==> config.mk <==
export PLATFORM = sky130hd
export DESIGN_NAME = gpu_core
export DESIGN_NICKNAME = d
export VERILOG_FILES = /design/src/verilog/gpu_types_pkg.sv /design/src/verilog/gpu_inst_pkg.sv /design/src/verilog/gpu_core.sv /design/src/verilog/gpu_inst_controller.sv /design/src/verilog/inst_fifo.sv /design/src/verilog/rect_fill.sv
export SDC_FILE = /design/constraint.sdc
export NUM_CORES = 1
export LEC_CHECK = 0
export BUFFER_PORTS_ARGS = -buffer_cell sky130_fd_sc_hd__buf_2
export CAP_MARGIN = 10
export CORE_ASPECT_RATIO = 0.5
export CORE_MARGIN = 2
export CORE_UTILIZATION = 56
export CTS_BUF_LIST = sky130_fd_sc_hd__clkbuf_8
export CTS_CLUSTER_SIZE = 12
export DETAILED_ROUTE_END_ITERATION = 16
export PLACE_DENSITY = 0.82
export SLEW_MARGIN = 30
export SYNTH_ARGS = -nofsm -noshare
export SYNTH_HDL_FRONTEND = slang
export SYNTH_SLANG_ARGS = --single-unit
==> constraint.sdc <==
create_clock -name clk -period 4.2 [get_ports clk]
set_input_delay 0.21 -clock clk [delete_from_list [all_inputs] [get_ports clk]]
set_output_delay 0.21 -clock clk [all_outputs]
set_load 0.05 [all_outputs]
==> src/verilog/gpu_types_pkg.sv <==
`default_nettype none

package gpu_types_pkg;

   // Screen is 16 columns by 8 rows.
   localparam int GPU_X_WIDTH = 4;
   localparam int GPU_Y_WIDTH = 3;

   typedef logic [GPU_X_WIDTH-1:0] gpu_x_t;
   typedef logic [GPU_Y_WIDTH-1:0] gpu_y_t;

   // Last column and last row.
   localparam gpu_x_t GPU_X_MAX = '1;
   localparam gpu_y_t GPU_Y_MAX = '1;

   // RGB 5:6:5.
   typedef struct packed {
      logic [4:0] r;
      logic [5:0] g;
      logic [4:0] b;
   } color_t;

   typedef logic layer_t;

   localparam layer_t LAYER_BG = 1'b0;
   localparam layer_t LAYER_FG = 1'b1;

   // One framebuffer write from the draw engine.
   typedef struct packed {
      gpu_x_t x;
      gpu_y_t y;
      layer_t layer;
      color_t color;
      logic   clear;
   } pixel_write_t;

endpackage

`default_nettype wire

==> src/verilog/gpu_inst_pkg.sv <==
`default_nettype none

package gpu_inst_pkg;

   localparam int INST_CMD_WIDTH   = 4;
   localparam int INST_PARAM_WIDTH = 26;

   // Pending instruction storage, a power of two.
   localparam int INST_FIFO_DEPTH = 8;
   localparam int INST_FIFO_AW    = $clog2(INST_FIFO_DEPTH);

   typedef enum logic [INST_CMD_WIDTH-1:0] {
      CMD_NONE        = 4'd0,
      CMD_SET_XY1     = 4'd1,
      CMD_SET_XY2     = 4'd2,
      CMD_DRAW_RECT   = 4'd3,
      CMD_DRAW_LINE   = 4'd4,
      CMD_DRAW_IMAGE  = 4'd5,
      CMD_CLEAR       = 4'd6,
      CMD_CLEAR_RECT  = 4'd7,
      CMD_SET_LAYER   = 4'd8,
      CMD_SHOW_FG     = 4'd9,
      CMD_LOAD_FONT   = 4'd10,
      CMD_DRAW_STRING = 4'd11
   } gpu_cmd_e;

   // Point parameter for the corner commands.
   typedef struct packed {
      logic [INST_PARAM_WIDTH-gpu_types_pkg::GPU_X_WIDTH-gpu_types_pkg::GPU_Y_WIDTH-1:0] pad;
      gpu_types_pkg::gpu_y_t y;
      gpu_types_pkg::gpu_x_t x;
   } inst_xy_t;

   // Attribute parameter for draw, clear and display commands.
   typedef struct packed {
      logic [INST_PARAM_WIDTH-$bits(gpu_types_pkg::color_t)-3:0] pad;
      logic                  fg_en;
      gpu_types_pkg::layer_t layer;
      gpu_types_pkg::color_t color;
   } inst_attr_t;

   typedef union packed {
      inst_xy_t   xy;
      inst_attr_t attr;
   } inst_param_u;

   typedef struct packed {
      gpu_cmd_e    cmd;
      inst_param_u param;
   } gpu_inst_t;

endpackage

`default_nettype wire

==> src/verilog/gpu_core.sv <==
`timescale 1ns/1ns
`default_nettype none

module gpu_core (
   input  logic                        clk,
   input  logic                        reset,
   input  logic                        inst_push,
   input  gpu_inst_pkg::gpu_inst_t     inst,
   output logic                        inst_full,
   output logic                        pixel_valid,
   output gpu_types_pkg::pixel_write_t pixel,
   output logic                        busy,
   output gpu_types_pkg::layer_t       layer,
   output logic                        fg_en
);
   import gpu_types_pkg::*;
   import gpu_inst_pkg::*;

   gpu_inst_t fifo_head;
   logic      fifo_empty;
   logic      read_inst;

   // Controller to rectangle fill.
   gpu_x_t    x1;
   gpu_y_t    y1;
   gpu_x_t    x2;
   gpu_y_t    y2;
   color_t    fill_color;
   logic      pixel_clear;
   logic      rect_start;
   logic      rect_active;
   logic      rect_finished;

   inst_fifo u_fifo (
      .clk   (clk),
      .reset (reset),
      .push  (inst_push),
      .wdata (inst),
      .pop   (read_inst),
      .head  (fifo_head),
      .empty (fifo_empty),
      .full  (inst_full)
   );

   gpu_inst_controller u_ctrl (
      .clk           (clk),
      .reset         (reset),
      .empty         (fifo_empty),
      .inst          (fifo_head),
      .read_inst     (read_inst),
      .layer         (layer),
      .fg_en         (fg_en),
      .busy          (busy),
      .x1            (x1),
      .y1            (y1),
      .x2            (x2),
      .y2            (y2),
      .fill_color    (fill_color),
      .pixel_clear   (pixel_clear),
      .rect_start    (rect_start),
      .rect_active   (rect_active),
      .rect_finished (rect_finished)
   );

   rect_fill u_rect (
      .clk         (clk),
      .reset       (reset),
      .start       (rect_start),
      .active      (rect_active),
      .finished    (rect_finished),
      .x1          (x1),
      .y1          (y1),
      .x2          (x2),
      .y2          (y2),
      .color       (fill_color),
      .layer       (layer),
      .clear       (pixel_clear),
      .pixel_valid (pixel_valid),
      .pixel       (pixel)
   );

endmodule

`default_nettype wire

==> src/verilog/gpu_inst_controller.sv <==
`timescale 1ns/1ns
`default_nettype none

module gpu_inst_controller (
   input  logic                    clk,
   input  logic                    reset,
   input  logic                    empty,
   input  gpu_inst_pkg::gpu_inst_t inst,
   output logic                    read_inst,
   output gpu_types_pkg::layer_t   layer,
   output logic                    fg_en,
   output logic                    busy,
   output gpu_types_pkg::gpu_x_t   x1,
   output gpu_types_pkg::gpu_y_t   y1,
   output gpu_types_pkg::gpu_x_t   x2,
   output gpu_types_pkg::gpu_y_t   y2,
   output gpu_types_pkg::color_t   fill_color,
   output logic                    pixel_clear,
   output logic                    rect_start,
   output logic                    rect_active,
   input  logic                    rect_finished
);
   import gpu_types_pkg::*;
   import gpu_inst_pkg::*;

   logic func_active_n;
   logic func_start;
   logic func_finished;
   logic start_km1;
   logic clear_cmd;
   logic rect_cmd;

   // All three fill commands run on the rectangle engine.
   assign clear_cmd = (inst.cmd == CMD_CLEAR) || (inst.cmd == CMD_CLEAR_RECT);
   assign rect_cmd  = clear_cmd || (inst.cmd == CMD_DRAW_RECT);

   // Issue the head instruction whenever nothing is in flight.
   assign func_start = func_active_n && !empty;

   always_ff @(posedge clk) begin
      if (reset) begin
         func_active_n <= 1'b1;
      end else if (func_start) begin
         func_active_n <= 1'b0;
      end else if (func_finished) begin
         func_active_n <= 1'b1;
      end
   end

   assign busy = ~func_active_n;

   // Start is held back one cycle so the fill sees the new corners.
   always_ff @(posedge clk) begin
      if (reset) begin
         start_km1   <= 1'b0;
         rect_active <= 1'b0;
      end else begin
         start_km1 <= func_start && rect_cmd;
         if (func_start && rect_cmd) begin
            rect_active <= 1'b1;
         end else if (rect_finished) begin
            rect_active <= 1'b0;
         end
      end
   end

   assign rect_start = start_km1;

   // Register-only and dropped opcodes finish in the cycle after issue.
   assign func_finished = !func_active_n && (rect_active ? rect_finished : 1'b1);

   // Pop the instruction in the same cycle it completes.
   assign read_inst = func_finished;

   always_ff @(posedge clk) begin
      if (reset) begin
         layer       <= LAYER_BG;
         fg_en       <= 1'b1;
         pixel_clear <= 1'b0;
         x1          <= '0;
         y1          <= '0;
         x2          <= '0;
         y2          <= '0;
      end else if (func_start) begin
         pixel_clear <= clear_cmd;
         case (inst.cmd)
            CMD_SET_XY1: begin
               x1 <= inst.param.xy.x;
               y1 <= inst.param.xy.y;
            end
            CMD_SET_XY2: begin
               x2 <= inst.param.xy.x;
               y2 <= inst.param.xy.y;
            end
            CMD_CLEAR: begin
               // Full-screen clear is a rectangle over the whole screen.
               x1    <= '0;
               y1    <= '0;
               x2    <= GPU_X_MAX;
               y2    <= GPU_Y_MAX;
               layer <= inst.param.attr.layer;
            end
            CMD_CLEAR_RECT: begin
               layer <= inst.param.attr.layer;
            end
            CMD_SET_LAYER: begin
               layer <= inst.param.attr.layer;
            end
            CMD_SHOW_FG: begin
               fg_en <= inst.param.attr.fg_en;
            end
            default: begin
            end
         endcase
      end
   end

   // Clears write color zero.
   always_ff @(posedge clk) begin
      if (func_start) begin
         fill_color <= clear_cmd ? '0 : inst.param.attr.color;
      end
   end

   // Only one fill may be outstanding on the engine.
   a_one_fill: assert property (@(posedge clk) disable iff (reset)
      rect_start |=> (!rect_start until_with rect_finished));

endmodule

`default_nettype wire

==> src/verilog/inst_fifo.sv <==
`timescale 1ns/1ns
`default_nettype none

module inst_fifo (
   input  logic                    clk,
   input  logic                    reset,
   input  logic                    push,
   input  gpu_inst_pkg::gpu_inst_t wdata,
   input  logic                    pop,
   output gpu_inst_pkg::gpu_inst_t head,
   output logic                    empty,
   output logic                    full
);
   import gpu_inst_pkg::*;

   gpu_inst_t mem [INST_FIFO_DEPTH];

   // Pointers carry one extra wrap bit to tell full from empty.
   logic [INST_FIFO_AW:0] wr_ptr;
   logic [INST_FIFO_AW:0] rd_ptr;
   logic                  do_push;
   logic                  do_pop;

   assign do_push = push && !full;
   assign do_pop  = pop && !empty;

   assign empty = (wr_ptr == rd_ptr);
   assign full  = (wr_ptr[INST_FIFO_AW] != rd_ptr[INST_FIFO_AW]) &&
                  (wr_ptr[INST_FIFO_AW-1:0] == rd_ptr[INST_FIFO_AW-1:0]);

   // Show-ahead output.
   assign head = mem[rd_ptr[INST_FIFO_AW-1:0]];

   always_ff @(posedge clk) begin
      if (reset) begin
         wr_ptr <= '0;
         rd_ptr <= '0;
      end else begin
         if (do_push) begin
            wr_ptr <= wr_ptr + 1'b1;
         end
         if (do_pop) begin
            rd_ptr <= rd_ptr + 1'b1;
         end
      end
   end

   always_ff @(posedge clk) begin
      if (do_push) begin
         mem[wr_ptr[INST_FIFO_AW-1:0]] <= wdata;
      end
   end

   // The host must honour full.
   a_no_push_full: assert property (@(posedge clk) disable iff (reset)
      !(push && full));

   // The controller only pops an instruction it has issued.
   a_no_pop_empty: assert property (@(posedge clk) disable iff (reset)
      !(pop && empty));

endmodule

`default_nettype wire

==> src/verilog/rect_fill.sv <==
`timescale 1ns/1ns
`default_nettype none

module rect_fill (
   input  logic                        clk,
   input  logic                        reset,
   input  logic                        start,
   input  logic                        active,
   output logic                        finished,
   input  gpu_types_pkg::gpu_x_t       x1,
   input  gpu_types_pkg::gpu_y_t       y1,
   input  gpu_types_pkg::gpu_x_t       x2,
   input  gpu_types_pkg::gpu_y_t       y2,
   input  gpu_types_pkg::color_t       color,
   input  gpu_types_pkg::layer_t       layer,
   input  logic                        clear,
   output logic                        pixel_valid,
   output gpu_types_pkg::pixel_write_t pixel
);
   import gpu_types_pkg::*;

   gpu_x_t x_min;
   gpu_x_t x_max;
   gpu_y_t y_min;
   gpu_y_t y_max;
   gpu_x_t x_lo;
   gpu_x_t x_hi;
   gpu_y_t y_hi;
   gpu_x_t cur_x;
   gpu_y_t cur_y;
   logic   scanning;
   logic   last_col;
   logic   last_pixel;

   // Corners may arrive in either order.
   assign x_min = (x1 < x2) ? x1 : x2;
   assign x_max = (x1 < x2) ? x2 : x1;
   assign y_min = (y1 < y2) ? y1 : y2;
   assign y_max = (y1 < y2) ? y2 : y1;

   assign last_col   = (cur_x == x_hi);
   assign last_pixel = last_col && (cur_y == y_hi);

   always_ff @(posedge clk) begin
      if (reset) begin
         scanning <= 1'b0;
         finished <= 1'b0;
      end else begin
         finished <= scanning && active && last_pixel;
         if (start) begin
            scanning <= 1'b1;
         end else if (!active || last_pixel) begin
            // The controller dropping active aborts the fill.
            scanning <= 1'b0;
         end
      end
   end

   // Raster order, x inside y.
   always_ff @(posedge clk) begin
      if (start) begin
         x_lo  <= x_min;
         x_hi  <= x_max;
         y_hi  <= y_max;
         cur_x <= x_min;
         cur_y <= y_min;
      end else if (scanning) begin
         if (last_col) begin
            cur_x <= x_lo;
            cur_y <= cur_y + 1'b1;
         end else begin
            cur_x <= cur_x + 1'b1;
         end
      end
   end

   assign pixel_valid = scanning;
   assign pixel = '{x: cur_x, y: cur_y, layer: layer, color: color, clear: clear};

   // Writes only leave while the controller holds the fill active.
   a_valid_in_active: assert property (@(posedge clk) disable iff (reset)
      pixel_valid |-> active);

endmodule

`default_nettype wire
# --- Word level (Yosys, flattened, before mapping) ---
# Memories as Yosys holds them, arrays and structs flattened. A register that Yosys moved wholly into a read port is not among the register bits.
# Index checks and enable logic that the tools add are counted.
classes:
  n_addsub: 4
  magnitude_cmp: 2
  n_eq_ne: 12
  mux: 25
  bitwise_logic: 1
  reduce_logical: 29
ops:
  columns: ["cell", "n"]
  rows:
  - ["2-to-1 mux 3 bit", 7]
  - ["2-to-1 mux 4 bit", 5]
  - ["case mux 4 bit (2 select lines)", 2]
  - ["nonzero test 2 bit", 7]
  - ["adder 4 x 1 -> 4 bit (second input constant)", 3]
  - ["case mux 3 bit (2 select lines)", 2]
  - ["AND reduction 2 bit", 5]
  - ["logical AND 1 bit", 9]
  - ["2-to-1 mux 1 bit", 9]
  - ["== test 4 x 2 -> 1 bit (second input constant)", 2]
  - ["== test 4 x 3 -> 1 bit (second input constant)", 2]
  - ["== test 4 bit", 2]
  - ["== test 4 bit (second input constant)", 2]
  - ["== test 3 bit", 2]
  - ["== test 4 x 1 -> 1 bit (second input constant)", 1]
  - ["logical NOT 1 bit", 4]
  - ["less-than comparator 4 bit", 1]
  - ["adder 3 x 1 -> 3 bit (second input constant)", 1]
  - ["logical OR 1 bit", 3]
  - ["less-than comparator 3 bit", 1]
  - ["OR reduction 3 bit", 1]
  - ["inequality test 1 bit", 1]
  - ["NOT 1 bit", 1]
totals:
  register_bits: 64
  mem_bits_rw: 240
  inputBits: 33
  out_inout_bits: 30
  elab_cells: 96
  memories: 1
mem_list:
  columns: ["memory", "depth", "word_bits", "read_ports", "rd_ports_with_merged_regs", "wr", "line", "text"]
  rows:
  - ["u_fifo.mem", 8, 30, 1, 1, 1, "inst_fifo.sv:16", "gpu_inst_t mem [INST_FIFO_DEPTH];"]

# --- Depth between registers and ports, before layout ---
# Gate-level depths: netlist (run 1).
logic_depth:
  ltp_word: 6
  mapped_depth: 8

# --- Hierarchy ---
# Synthesis (run 1) repeated with hierarchy kept, for this count alone.
unflattened:
  cells_unflattened: 696
  area_unflattened_um2: 12627.1
by_module_without_submodules:
  columns: ["module", "instances", "cells_per_inst", "area_each_um2"]
  rows:
  - ["inst_fifo", 1, 432, 9734.3]
  - ["gpu_inst_controller", 1, 133, 1475.2]
  - ["rect_fill", 1, 131, 1417.6]

# --- Least setup slack after synthesis (run 1) ---
# No wires, ideal clock.
synth_path:
  path_kind: "register to register"
  from: "register u_fifo.wr_ptr[0]"
  to: "memory u_fifo.mem[4][0] (netlist name) (enable)"
  setup_time_ns: 0.429
  arrival_time_ns: 2.737
  required_ns: 3.771
  setup_slack_ns: 1.034
  path_stages_with_launch: 6
  n_path_buf: 1
  synth_period_minus_slack_ns: 3.166
  cell_sequence: "dfxtp_1 -> buf_2 -> xnor2_1 -> a41oi_1 -> nand2_1 -> nor3_1"
synth_between:
  elab_chain_cells: 6
synth_rtl:
  columns: ["item", "line", "text"]
  rows:
  - ["start: declaration", "inst_fifo.sv:19", "logic [INST_FIFO_AW:0] wr_ptr;"]
  - ["start signal: assignment", "inst_fifo.sv:40", "wr_ptr <= wr_ptr + 1'b1;"]
  - ["== test 3 bit", "inst_fifo.sv:29", "(wr_ptr[INST_FIFO_AW-1:0] == rd_ptr[INST_FIFO_AW-1:0]);"]
  - ["logical AND 1 bit", "inst_fifo.sv:28", "assign full = (wr_ptr[INST_FIFO_AW] != rd_ptr[INST_FIFO_AW]) &&"]
  - ["logical NOT 1 bit", "inst_fifo.sv:24", "assign do_push = push && !full;"]
  - ["logical AND 1 bit", "inst_fifo.sv:24", null]
  - ["2-to-1 mux 1 bit", "inst_fifo.sv:49", "if (do_push) begin"]
  - ["2-to-1 mux 1 bit (not written as such)", "inst_fifo.sv:50", "mem[wr_ptr[INST_FIFO_AW-1:0]] <= wdata;"]
  - ["end: declaration", "inst_fifo.sv:16", null]
# Parallel ways exist; a longest one is shown, timed or not.

==> run summary, run 1 <==
Status -> completed
Synth warnings -> 0
Synthesized flop and latch total -> 243
Initial DRC Count -> 450
Leading area contributor after synthesis -> edfxtp_1
Synth Area in Adders -> 1.70%
Max IR drop VDD -> 0.200 mV
Total GRT Usage -> 20.0%
CTS root buf -> clkbuf_8
Final Core Density -> 66.6%
Synth Area in XOR/XNOR -> 1.92%
Fin. max-slew vios -> 0
Clk pin slew, worst setup/hold paths -> 0.07 ns
HPWL reported at the end of detailed placement -> 10200 um
# diodes -> 0
Final Critical Period -> 2.95 ns
Initial antenna violation count -> 0
Skew-Pair Late Insertion Delay -> 0.52 ns
Max-cap violations -> 0
Post-CTS resize count -> 0
Routed WL -> 17400 um
Synthesized area -> 9570 sq um
Distinct cells, synth -> 42
Cts hold-fix bufs -> 22
Final Hold Viols -> 0
RSZ-0062 raised after global routing -> false
Fin area -> 11000 sq um
DRC viols -> 0
Complex-gate fraction of the synthesized area -> 3.36%
Setup Skew -> 0.0203 ns
Cell Rows -> 33
Worst reg-to-reg path cell count -> 7
Worst Hold Launch -> reset
Post-Synth Simple-Gate Area -> 4.17%
Main synth FF type -> edfxtp_1
Fin Setup TNS -> 0 ns
HP Class -> input port to register
Actual slew at the worst max-slew pin -> 0.812 ns
Sequential-to-total area share from yosys stat -> 72.8%
H-tree level count -> 2
Post-route antenna net violation count -> 0
Area growth syn-to-layout -> 15.3%
Mux share of post-synthesis cell area -> 14.4%
Slew headroom -> 45.4%
CORE AREA -> 16600 sq um
CP arrival -> 3.20 ns
WP data required -> 4.45 ns
Worst R2R Setup Slack -> 1.25 ns
Total Power -> 5.21 mW
Syn Nets -> 571
Post-CTS Setup Repair Bufs -> 0
Post-DR wirelength/cell -> 19.8 um
Largest family of logic cells by synthesized area -> multiplexers
Crit-path max FO -> 24
Post-layout nets -> 673
Deepest clock path buffer count -> 3
Via density -> 5.61
Period utilization -> 70.2%
Vias in the first global route -> 4875
Clock sink count -> 243
Reg2reg end -> u_ctrl.fill_color[11]
Final RePlAce weighted congestion -> 0.718
Avg Inst Size Synth -> 18.2 sq um
Area after DPL -> 10100 sq um
Port buffer count -> 54
Top post-synthesis cells by area -> edfxtp_1, mux4_2, dfxtp_1
Largest net degree at the start of global routing -> 28
Power Density -> 472 nW/um^2
Share of layout cells above drive strength 1 -> 27.9%
WHS Endpoint -> u_rect.pixel_valid
Hold Path Cell Cnt -> 2
Total gr overflow -> 0
CTS tree -> done
Area share of the leading cell type in the synthesized netlist -> 65.9%
First-pass DRT Iterations -> 5
Num CTS Buffers -> 34
CP Launch Type -> register
EDFF count, synth -> 210
First-pass GRT wire length -> 26900 um
Die H -> 96.4 um
Die width -> 189 um
Ports -> 63
Initial core utilization -> 57.8%
Crit Path Category -> register to register
Vias -> 4934
Total die area -> 18200 sq um
Final setup violation count -> 0
LEAKAGE -> 3.75 nW
Critical path capture point type -> register
Synthesized instance count -> 525
Asr flop ratio synth -> 0%
Achievable Freq -> 339 MHz
## cell usage after synthesis (7+ instances only)
library cell and n:
a211oi_1 8, a21oi_1 8, buf_2 9, clkbuf_1 9, dfxtp_1 33, edfxtp_1 210, ha_1 13, inv_1 11
mux2_2 8, mux2i_1 27, mux4_2 44, nand2_1 14, nand2b_1 7, nor2_1 49, o2bb2ai_1 7, xnor2_1 13
xor2_1 8
## cells by family (layout without fill, tap and decap cells)
logic type / after synthesis / count (layout)
flops: 243 / 243
simple gates: 89 / 89
mux: 80 / 80
compound gates: 44 / 44
buf+inv: 35 / 163
xor+xnor: 21 / 21
fa+ha+maj: 13 / 13
## flip-flops by register name, indices dropped and copies added, names as in the netlist, 3 cells and up, named ones only
signal             flops
u_rect.x_lo            4
u_fifo.rd_ptr          4
u_ctrl.x1              4
u_ctrl.x2              4
u_rect.cur_y           3
u_ctrl.y2              3
u_rect.y_hi            3
u_fifo.wr_ptr          4
u_ctrl.y1              3
u_fifo.mem           176
u_rect.x_hi            4
u_rect.cur_x           4
u_ctrl.fill_color     16
## metal layers
layer,global-route usage [%],wire length (um)
met5,0,0
met4,5.66,242
met3,4.55,1140
met2,33.0,8140
met1,27.5,7890
## per-stage QoR
step,std cells,setup WS [ns],hold slack [ns]
2_1_floorplan,525,1.03,0.309
3_3_place_gp,796,1.37,0.439
3_5_place_dp,796,1.26,0.448
4_1_cts,880,1.25,0.166
5_1_grt,880,1.02,0.203
6_report,880,1.25,0.181
## where the power goes
part           leakage [nW]  internal (mW)  total, mW  switching (mW)
clock network         0.391          0.917       1.77           0.857
registers              2.19           2.75       2.81          0.0582
logic                  1.17          0.216      0.625           0.409
total                  3.75           3.88       5.21            1.32
## worst max-delay path by stage
stage                          start                    end  slack [ns]  cells past startpoint
global route                register   u_ctrl.fill_color[7]        1.02                      7
floorplan           u_fifo.wr_ptr[0]       u_fifo.mem[4][0]        1.03                      5
detailed placement          register  u_ctrl.fill_color[13]        1.26                      7
finish                      register  u_ctrl.fill_color[11]        1.25                      7
CTS                         register   u_ctrl.fill_color[7]        1.25                      7
global placement            register   u_ctrl.fill_color[7]        1.37                      7
## layout by cell type (no fill, tap or decap), types with 14 or more instances in the layout
cell             n
buf_4           14
mux4_2          44
dlygate4sd3_1   22
nor2_1          43
mux2i_1         27
clkbuf_8        39
inv_1           26
nand2_1         14
edfxtp_1       210
buf_2           54
dfxtp_1         30
## critical path, cell delays in order (launching register included)
cell	delay (ns)
dfxtp_1	0.44
buf_4	0.44
mux4_2	0.38
mux2i_1	0.31
nand2b_1	0.16
nor2_1	0.55
buf_4	0.32
nor2_1	0.07
## layout make-up
| type | count | area [sq um] |
|---|---|---|
| multi-input cells | 247 | 2480 |
| fillers | 1058 | 5530 |
| clock buffers | 39 | 537 |
| clock inverters | 23 | 125 |
| inverters | 11 | 41.3 |
| well taps | 227 | 284 |
| flip-flops and latches | 243 | 6970 |
| repair buffers | 90 | 596 |
(Power assumes the default switching activity.)
==> run 2: changes to the inputs <==
PLACE_DENSITY = 0.85   (was 0.82)
clock period = 2.4 ns   (was 4.2 ns; I/O delays follow)
==> run 2 against run 1 <==
Effect of this change:
- first-iteration DRC count decreased by 15%
- register-to-register slack worse by 1.2 ns
- non-clock buffer count is 16 higher
- total power up 78%
- cell area up 2.0%
- setup slack got worse by 1.2 ns
- fmax rose by 26%
- die area unchanged
- core utilization grew 1.3 points
- largest power group unchanged
- sequential share of layout area fell by 1.2 points
==> run summary, run 2 (synthesis gave the netlist of run 1 again) <==
Status -> completed
Total gr overflow -> 0
Total Power -> 9.27 mW
Total GRT Usage -> 22.2%
Period utilization -> 97.2%
Achievable Freq -> 428 MHz
Clock sink count -> 243
Most common cell after layout, fill and taps aside -> edfxtp_1
Ports -> 63
Vias in the first global route -> 5270
Power Density -> 824 nW/um^2
Clk pin slew, worst setup/hold paths -> 0.07 ns
Initial antenna violation count -> 0
Final Critical Period -> 2.33 ns
WP data required -> 2.78 ns
Final setup violation count -> 0
Slowest stage delay, CP -> 0.57 ns
Placed Cells -> 812
First-pass GRT wire length -> 29800 um
LEAKAGE -> 3.84 nW
CTS root buf -> clkbuf_8
Actual slew at the worst max-slew pin -> 0.564 ns
Share of layout cells above drive strength 1 -> 29.7%
Worst reg-to-reg path cell count -> 6
RSZ-0062 raised after global routing -> false
Worst path cell trace -> mux4_2, mux2i_4, nand2_1, o22ai_2, a21oi_1, a311oi_1
Routed WL -> 19700 um
Post-route antenna net violation count -> 0
FF+latch area -> 6970 sq um
Largest net degree at the start of global routing -> 28
CP Launch Type -> register
Area of the multi-input gates -> 2500 sq um
WHS Endpoint -> u_fifo.wr_ptr[0]
Die H -> 96.4 um
Worst Hold Launch -> inst_push
Post-DR wirelength/cell -> 22.0 um
Max IR drop VDD -> 0.363 mV
# diodes -> 0
Initial DRC Count -> 382
CORE AREA -> 16600 sq um
HPWL reported at the end of detailed placement -> 11000 um
HP Class -> input port to register
Slew headroom -> 62.4%
CP arrival -> 2.71 ns
Slowest cell on crit path -> mux4_2
Total die area -> 18200 sq um
Vias -> 5189
Deepest clock path buffer count -> 3
Initial core utilization -> 57.8%
Via density -> 5.79
Worst R2R Setup Slack -> 0.07 ns
Hold Path Cell Cnt -> 5
Final RePlAce weighted congestion -> 0.723
H-tree level count -> 2
Max-cap violations -> 0
Max FFs per register -> 176
Die width -> 189 um
Reg2reg end -> u_ctrl.layer
Fin cells -> 896
Area growth syn-to-layout -> 17.6%
Most frequent cells in the layout -> edfxtp_1, buf_2, mux4_2
Final Hold Viols -> 0
Port buffer count -> 54
CTS tree -> done
Post-layout nets -> 689
Setup Skew -> 0.0220 ns
Layout fillers -> 1002
Num CTS Buffers -> 34
First-pass DRT Iterations -> 5
Crit-path max FO -> 10
Fin. max-slew vios -> 0
Cell Rows -> 33
Critical path capture point type -> register
Crit Path Category -> register to register
Post-CTS Setup Repair Bufs -> 0
Skew-Pair Late Insertion Delay -> 0.52 ns
DRC viols -> 0
[run 2: worst max path at each step]
stage | to | slack [ns] | start
after floorplan | u_fifo.mem[6][0] | -0.21 | u_fifo.wr_ptr[0]
after global placement | u_ctrl.x1[3] | 0.11 | register
after detailed placement | u_ctrl.y1[1] | 0.01 | register
after CTS | u_fifo.mem[1][10] | 0.07 | u_fifo.wr_ptr[2]
after global routing | u_ctrl.y1[0] | 0.007 | register
final | u_ctrl.layer | 0.07 | register
[run 2: stage by stage]
step / util [%] / instance area [sq um] / hold WS [ns] / TNS [ns] / setup WS (ns)
after floorplan: - / 9580 / 0.219 / -23.86 / -0.210
final: 68.0 / 11300 / 0.0299 / 0 / 0.0661
after global routing: 68.0 / 11300 / 0.0591 / 0 / 0.00662
after detailed placement: 62.5 / 10400 / 0.392 / 0 / 0.0111
after global placement: 62.5 / 10400 / 0.380 / 0 / 0.109
after CTS: 67.9 / 11200 / 0.0491 / 0 / 0.0723
[run 2: layout make-up]
class | instances | share of cell area [%]
flip-flops and latches | 243 | 62.0
well taps | 227 | 2.52
repair buffers | 106 | 7.03
clock inverters | 26 | 1.46
clock buffers | 36 | 4.40
multi-input cells | 247 | 22.3
inverters | 11 | 0.367
[run 2: per-layer routing]
metal	track usage, %	share of wire, %	vias to the layer above
li1	-	-	2305
met1	29.0	41	2588
met2	37.3	48	242
met3	4.98	7.6	54
met4	9.18	2.8	0
met5	0	0	-
[run 2: report_power, final]
part	total [mW]	switching, mW	internal (mW)
Clock	3.18	1.56	1.62
Combinational	1.20	0.778	0.417
Sequential	4.90	0.0858	4.81
[run 2: repair_timing]
item                                   CTS  global route
setup endpoints to repair                2            81
endpoints found under the hold margin  176             0
hold buffers                            22             0
resized for setup                        3             1
[run 2: critical path: cells and delay by family (launching register included)]
kind,cells,cell delay (ns)
muxes,2,0.85
AOI/OAI and AO/OA,3,0.74
DFF,1,0.46
and+or+nand+nor,1,0.14
==> run 3: changes to the inputs <==
SETUP_SLACK_MARGIN = 0.3   (was not set)
==> run 3 against run 2 <==
Effect of this change:
- fmax grew 7.7%
- critical path type unchanged
- routed wire length grew 1.9%
- clock skew increased by 0.011 ns
- critical endpoint is now u_ctrl.x2[3]
- global-route usage fell by 1.3 points
- largest power group unchanged
- worst hold slack better by 0.088 ns
==> run summary, run 3 (synthesis gave the netlist of run 1 again) <==
Deepest clock path buffer count -> 3
Vias in the first global route -> 5129
Initial antenna violation count -> 0
Net Sw Power -> 2.46 mW
CP arrival -> 2.57 ns
Area growth syn-to-layout -> 20.0%
Final setup violation count -> 0
First-pass GRT wire length -> 28300 um
Share of layout cells above drive strength 1 -> 33.0%
Post-route antenna net violation count -> 0
Worst slack, placed -> 0.0364 ns
Slowest stage delay, CP -> 0.57 ns
Crit-path max FO -> 8
Fin. max-slew vios -> 0
Die H -> 96.4 um
H-tree level count -> 2
Max FFs per register -> 176
Skew-Pair Late Insertion Delay -> 0.53 ns
CTS root buf -> clkbuf_8
Final Hold Viols -> 0
Setup Skew -> 0.0333 ns
CP delay by family, top -> multiplexers
Final Critical Period -> 2.17 ns
Via density -> 5.80
Ports -> 63
Max-cap violations -> 0
Vias -> 5230
Slew headroom -> 60.2%
Post-DR wirelength/cell -> 22.3 um
Placed Cells -> 809
CORE AREA -> 16600 sq um
Period utilization -> 90.3%
DRC viols -> 0
Setup ws final -> 0.233 ns
HP Class -> input port to register
Crit Path Category -> register to register
Int Power -> 6.73 mW
CP Launch Type -> register
Sw frac -> 26.8%
Total gr overflow -> 0
Max IR drop VDD -> 0.352 mV
Final RePlAce weighted congestion -> 0.707
First-pass DRT Iterations -> 4
Critical path capture point type -> register
Seq pwr share -> 53.5%
Post-layout nets -> 695
# diodes -> 0
Largest net degree at the start of global routing -> 28
Most Frequent Cell on Critical Path -> nor2_1
Comb power frac -> 14.1%
Most frequent cells in the layout -> edfxtp_1, buf_2, mux4_2
Fin Setup TNS -> 0 ns
Worst path cell trace -> mux4_2, mux2_2, nor2_1, and3_4, nor2_1, a211oi_1
Total Power -> 9.19 mW
Buffers & Inverters on Critical Path -> 0
RSZ-0062 raised after global routing -> true
CTS tree -> done
Slowest cell on crit path -> mux4_2
Achievable Freq -> 462 MHz
Initial core utilization -> 57.8%
Clk pin slew, worst setup/hold paths -> 0.07 ns
Layout fillers -> 1001
Most common cell after layout, fill and taps aside -> edfxtp_1
Status -> completed
Clock sink count -> 243
LEAKAGE -> 3.89 nW
Fin cells -> 902
Initial DRC Count -> 412
Num CTS Buffers -> 35
Clock Power Share -> 32.4%
Die width -> 189 um
Cell Rows -> 33
HPWL reported at the end of detailed placement -> 11300 um
Total die area -> 18200 sq um
Power Density -> 801 nW/um^2
Port buffer count -> 54
Total GRT Usage -> 20.9%
Actual slew at the worst max-slew pin -> 0.597 ns
Routed WL -> 20100 um
WP data required -> 2.80 ns
run 3: cell types whose count changed in the layout (fill, tap and decap cells not counted), sizes merged:
cell      before  now
inv           25   26
clkbuf        36   38
bufinv         2    0
buf           84   88
clkinvlp       1    2
run 3: cell type report:
class	instances	area, sq um	area share, %
flip-flops and latches	243	6980	60.8
multi-input cells	247	2670	23.3
repair buffers	111	881	7.67
clock buffers	37	509	4.44
well taps	227	284	2.47
clock inverters	26	114	0.992
inverters	11	45.0	0.392
run 3: worst paths after layout:
path / startpoint / to / slack, ns / cells after the start
max: register / u_ctrl.x2[3] / 0.23 / 6
min: reset / u_rect.pixel_valid / 0.12 / 2
max reg2reg: register / u_ctrl.x2[3] / 0.23 / 6
min reg2reg: u_ctrl.rect_active / u_rect.finished / 0.46 / 2
run 3: metal layers:
layer  vias up  track usage [%]  routed length [um]
li1       2305                -                   -
met1      2659             27.1                8320
met2       237             36.8                9950
met3        29             4.23                1580
met4         0             6.05                 286
met5         -                0                   0
run 3: through the flow:
stage | cell area, sq um | util (%) | hold WS [ns]
2_1_floorplan | 9730 | - | 0.219
4_1_cts | 11400 | 68.9 | 0.0854
3_3_place_gp | 10500 | 63.1 | 0.381
6_report | 11500 | 69.3 | 0.118
5_1_grt | 11500 | 69.3 | 0.129
3_5_place_dp | 10500 | 63.1 | 0.395
run 3: power groups by stage:
stage          clock (mW)  sequential (mW)  combinational (mW)
6_report             2.98             4.92                1.30
5_1_grt              3.20             4.93                1.38
4_1_cts              2.98             4.91                1.24
3_5_place_dp            0             5.00                1.16
3_3_place_gp            0             4.99                1.12
2_1_floorplan           0             5.21               0.606
run 3: what timing repair did:
action / CTS / global route
pin swaps: 6 / 5
hold buffers: 22 / 0
buffers inserted: 5 / 2
gates resized for setup: 12 / 12
setup endpoints to repair: 37 / 48
cloned: 0 / 1
endpoints found under the hold margin: 176 / 0
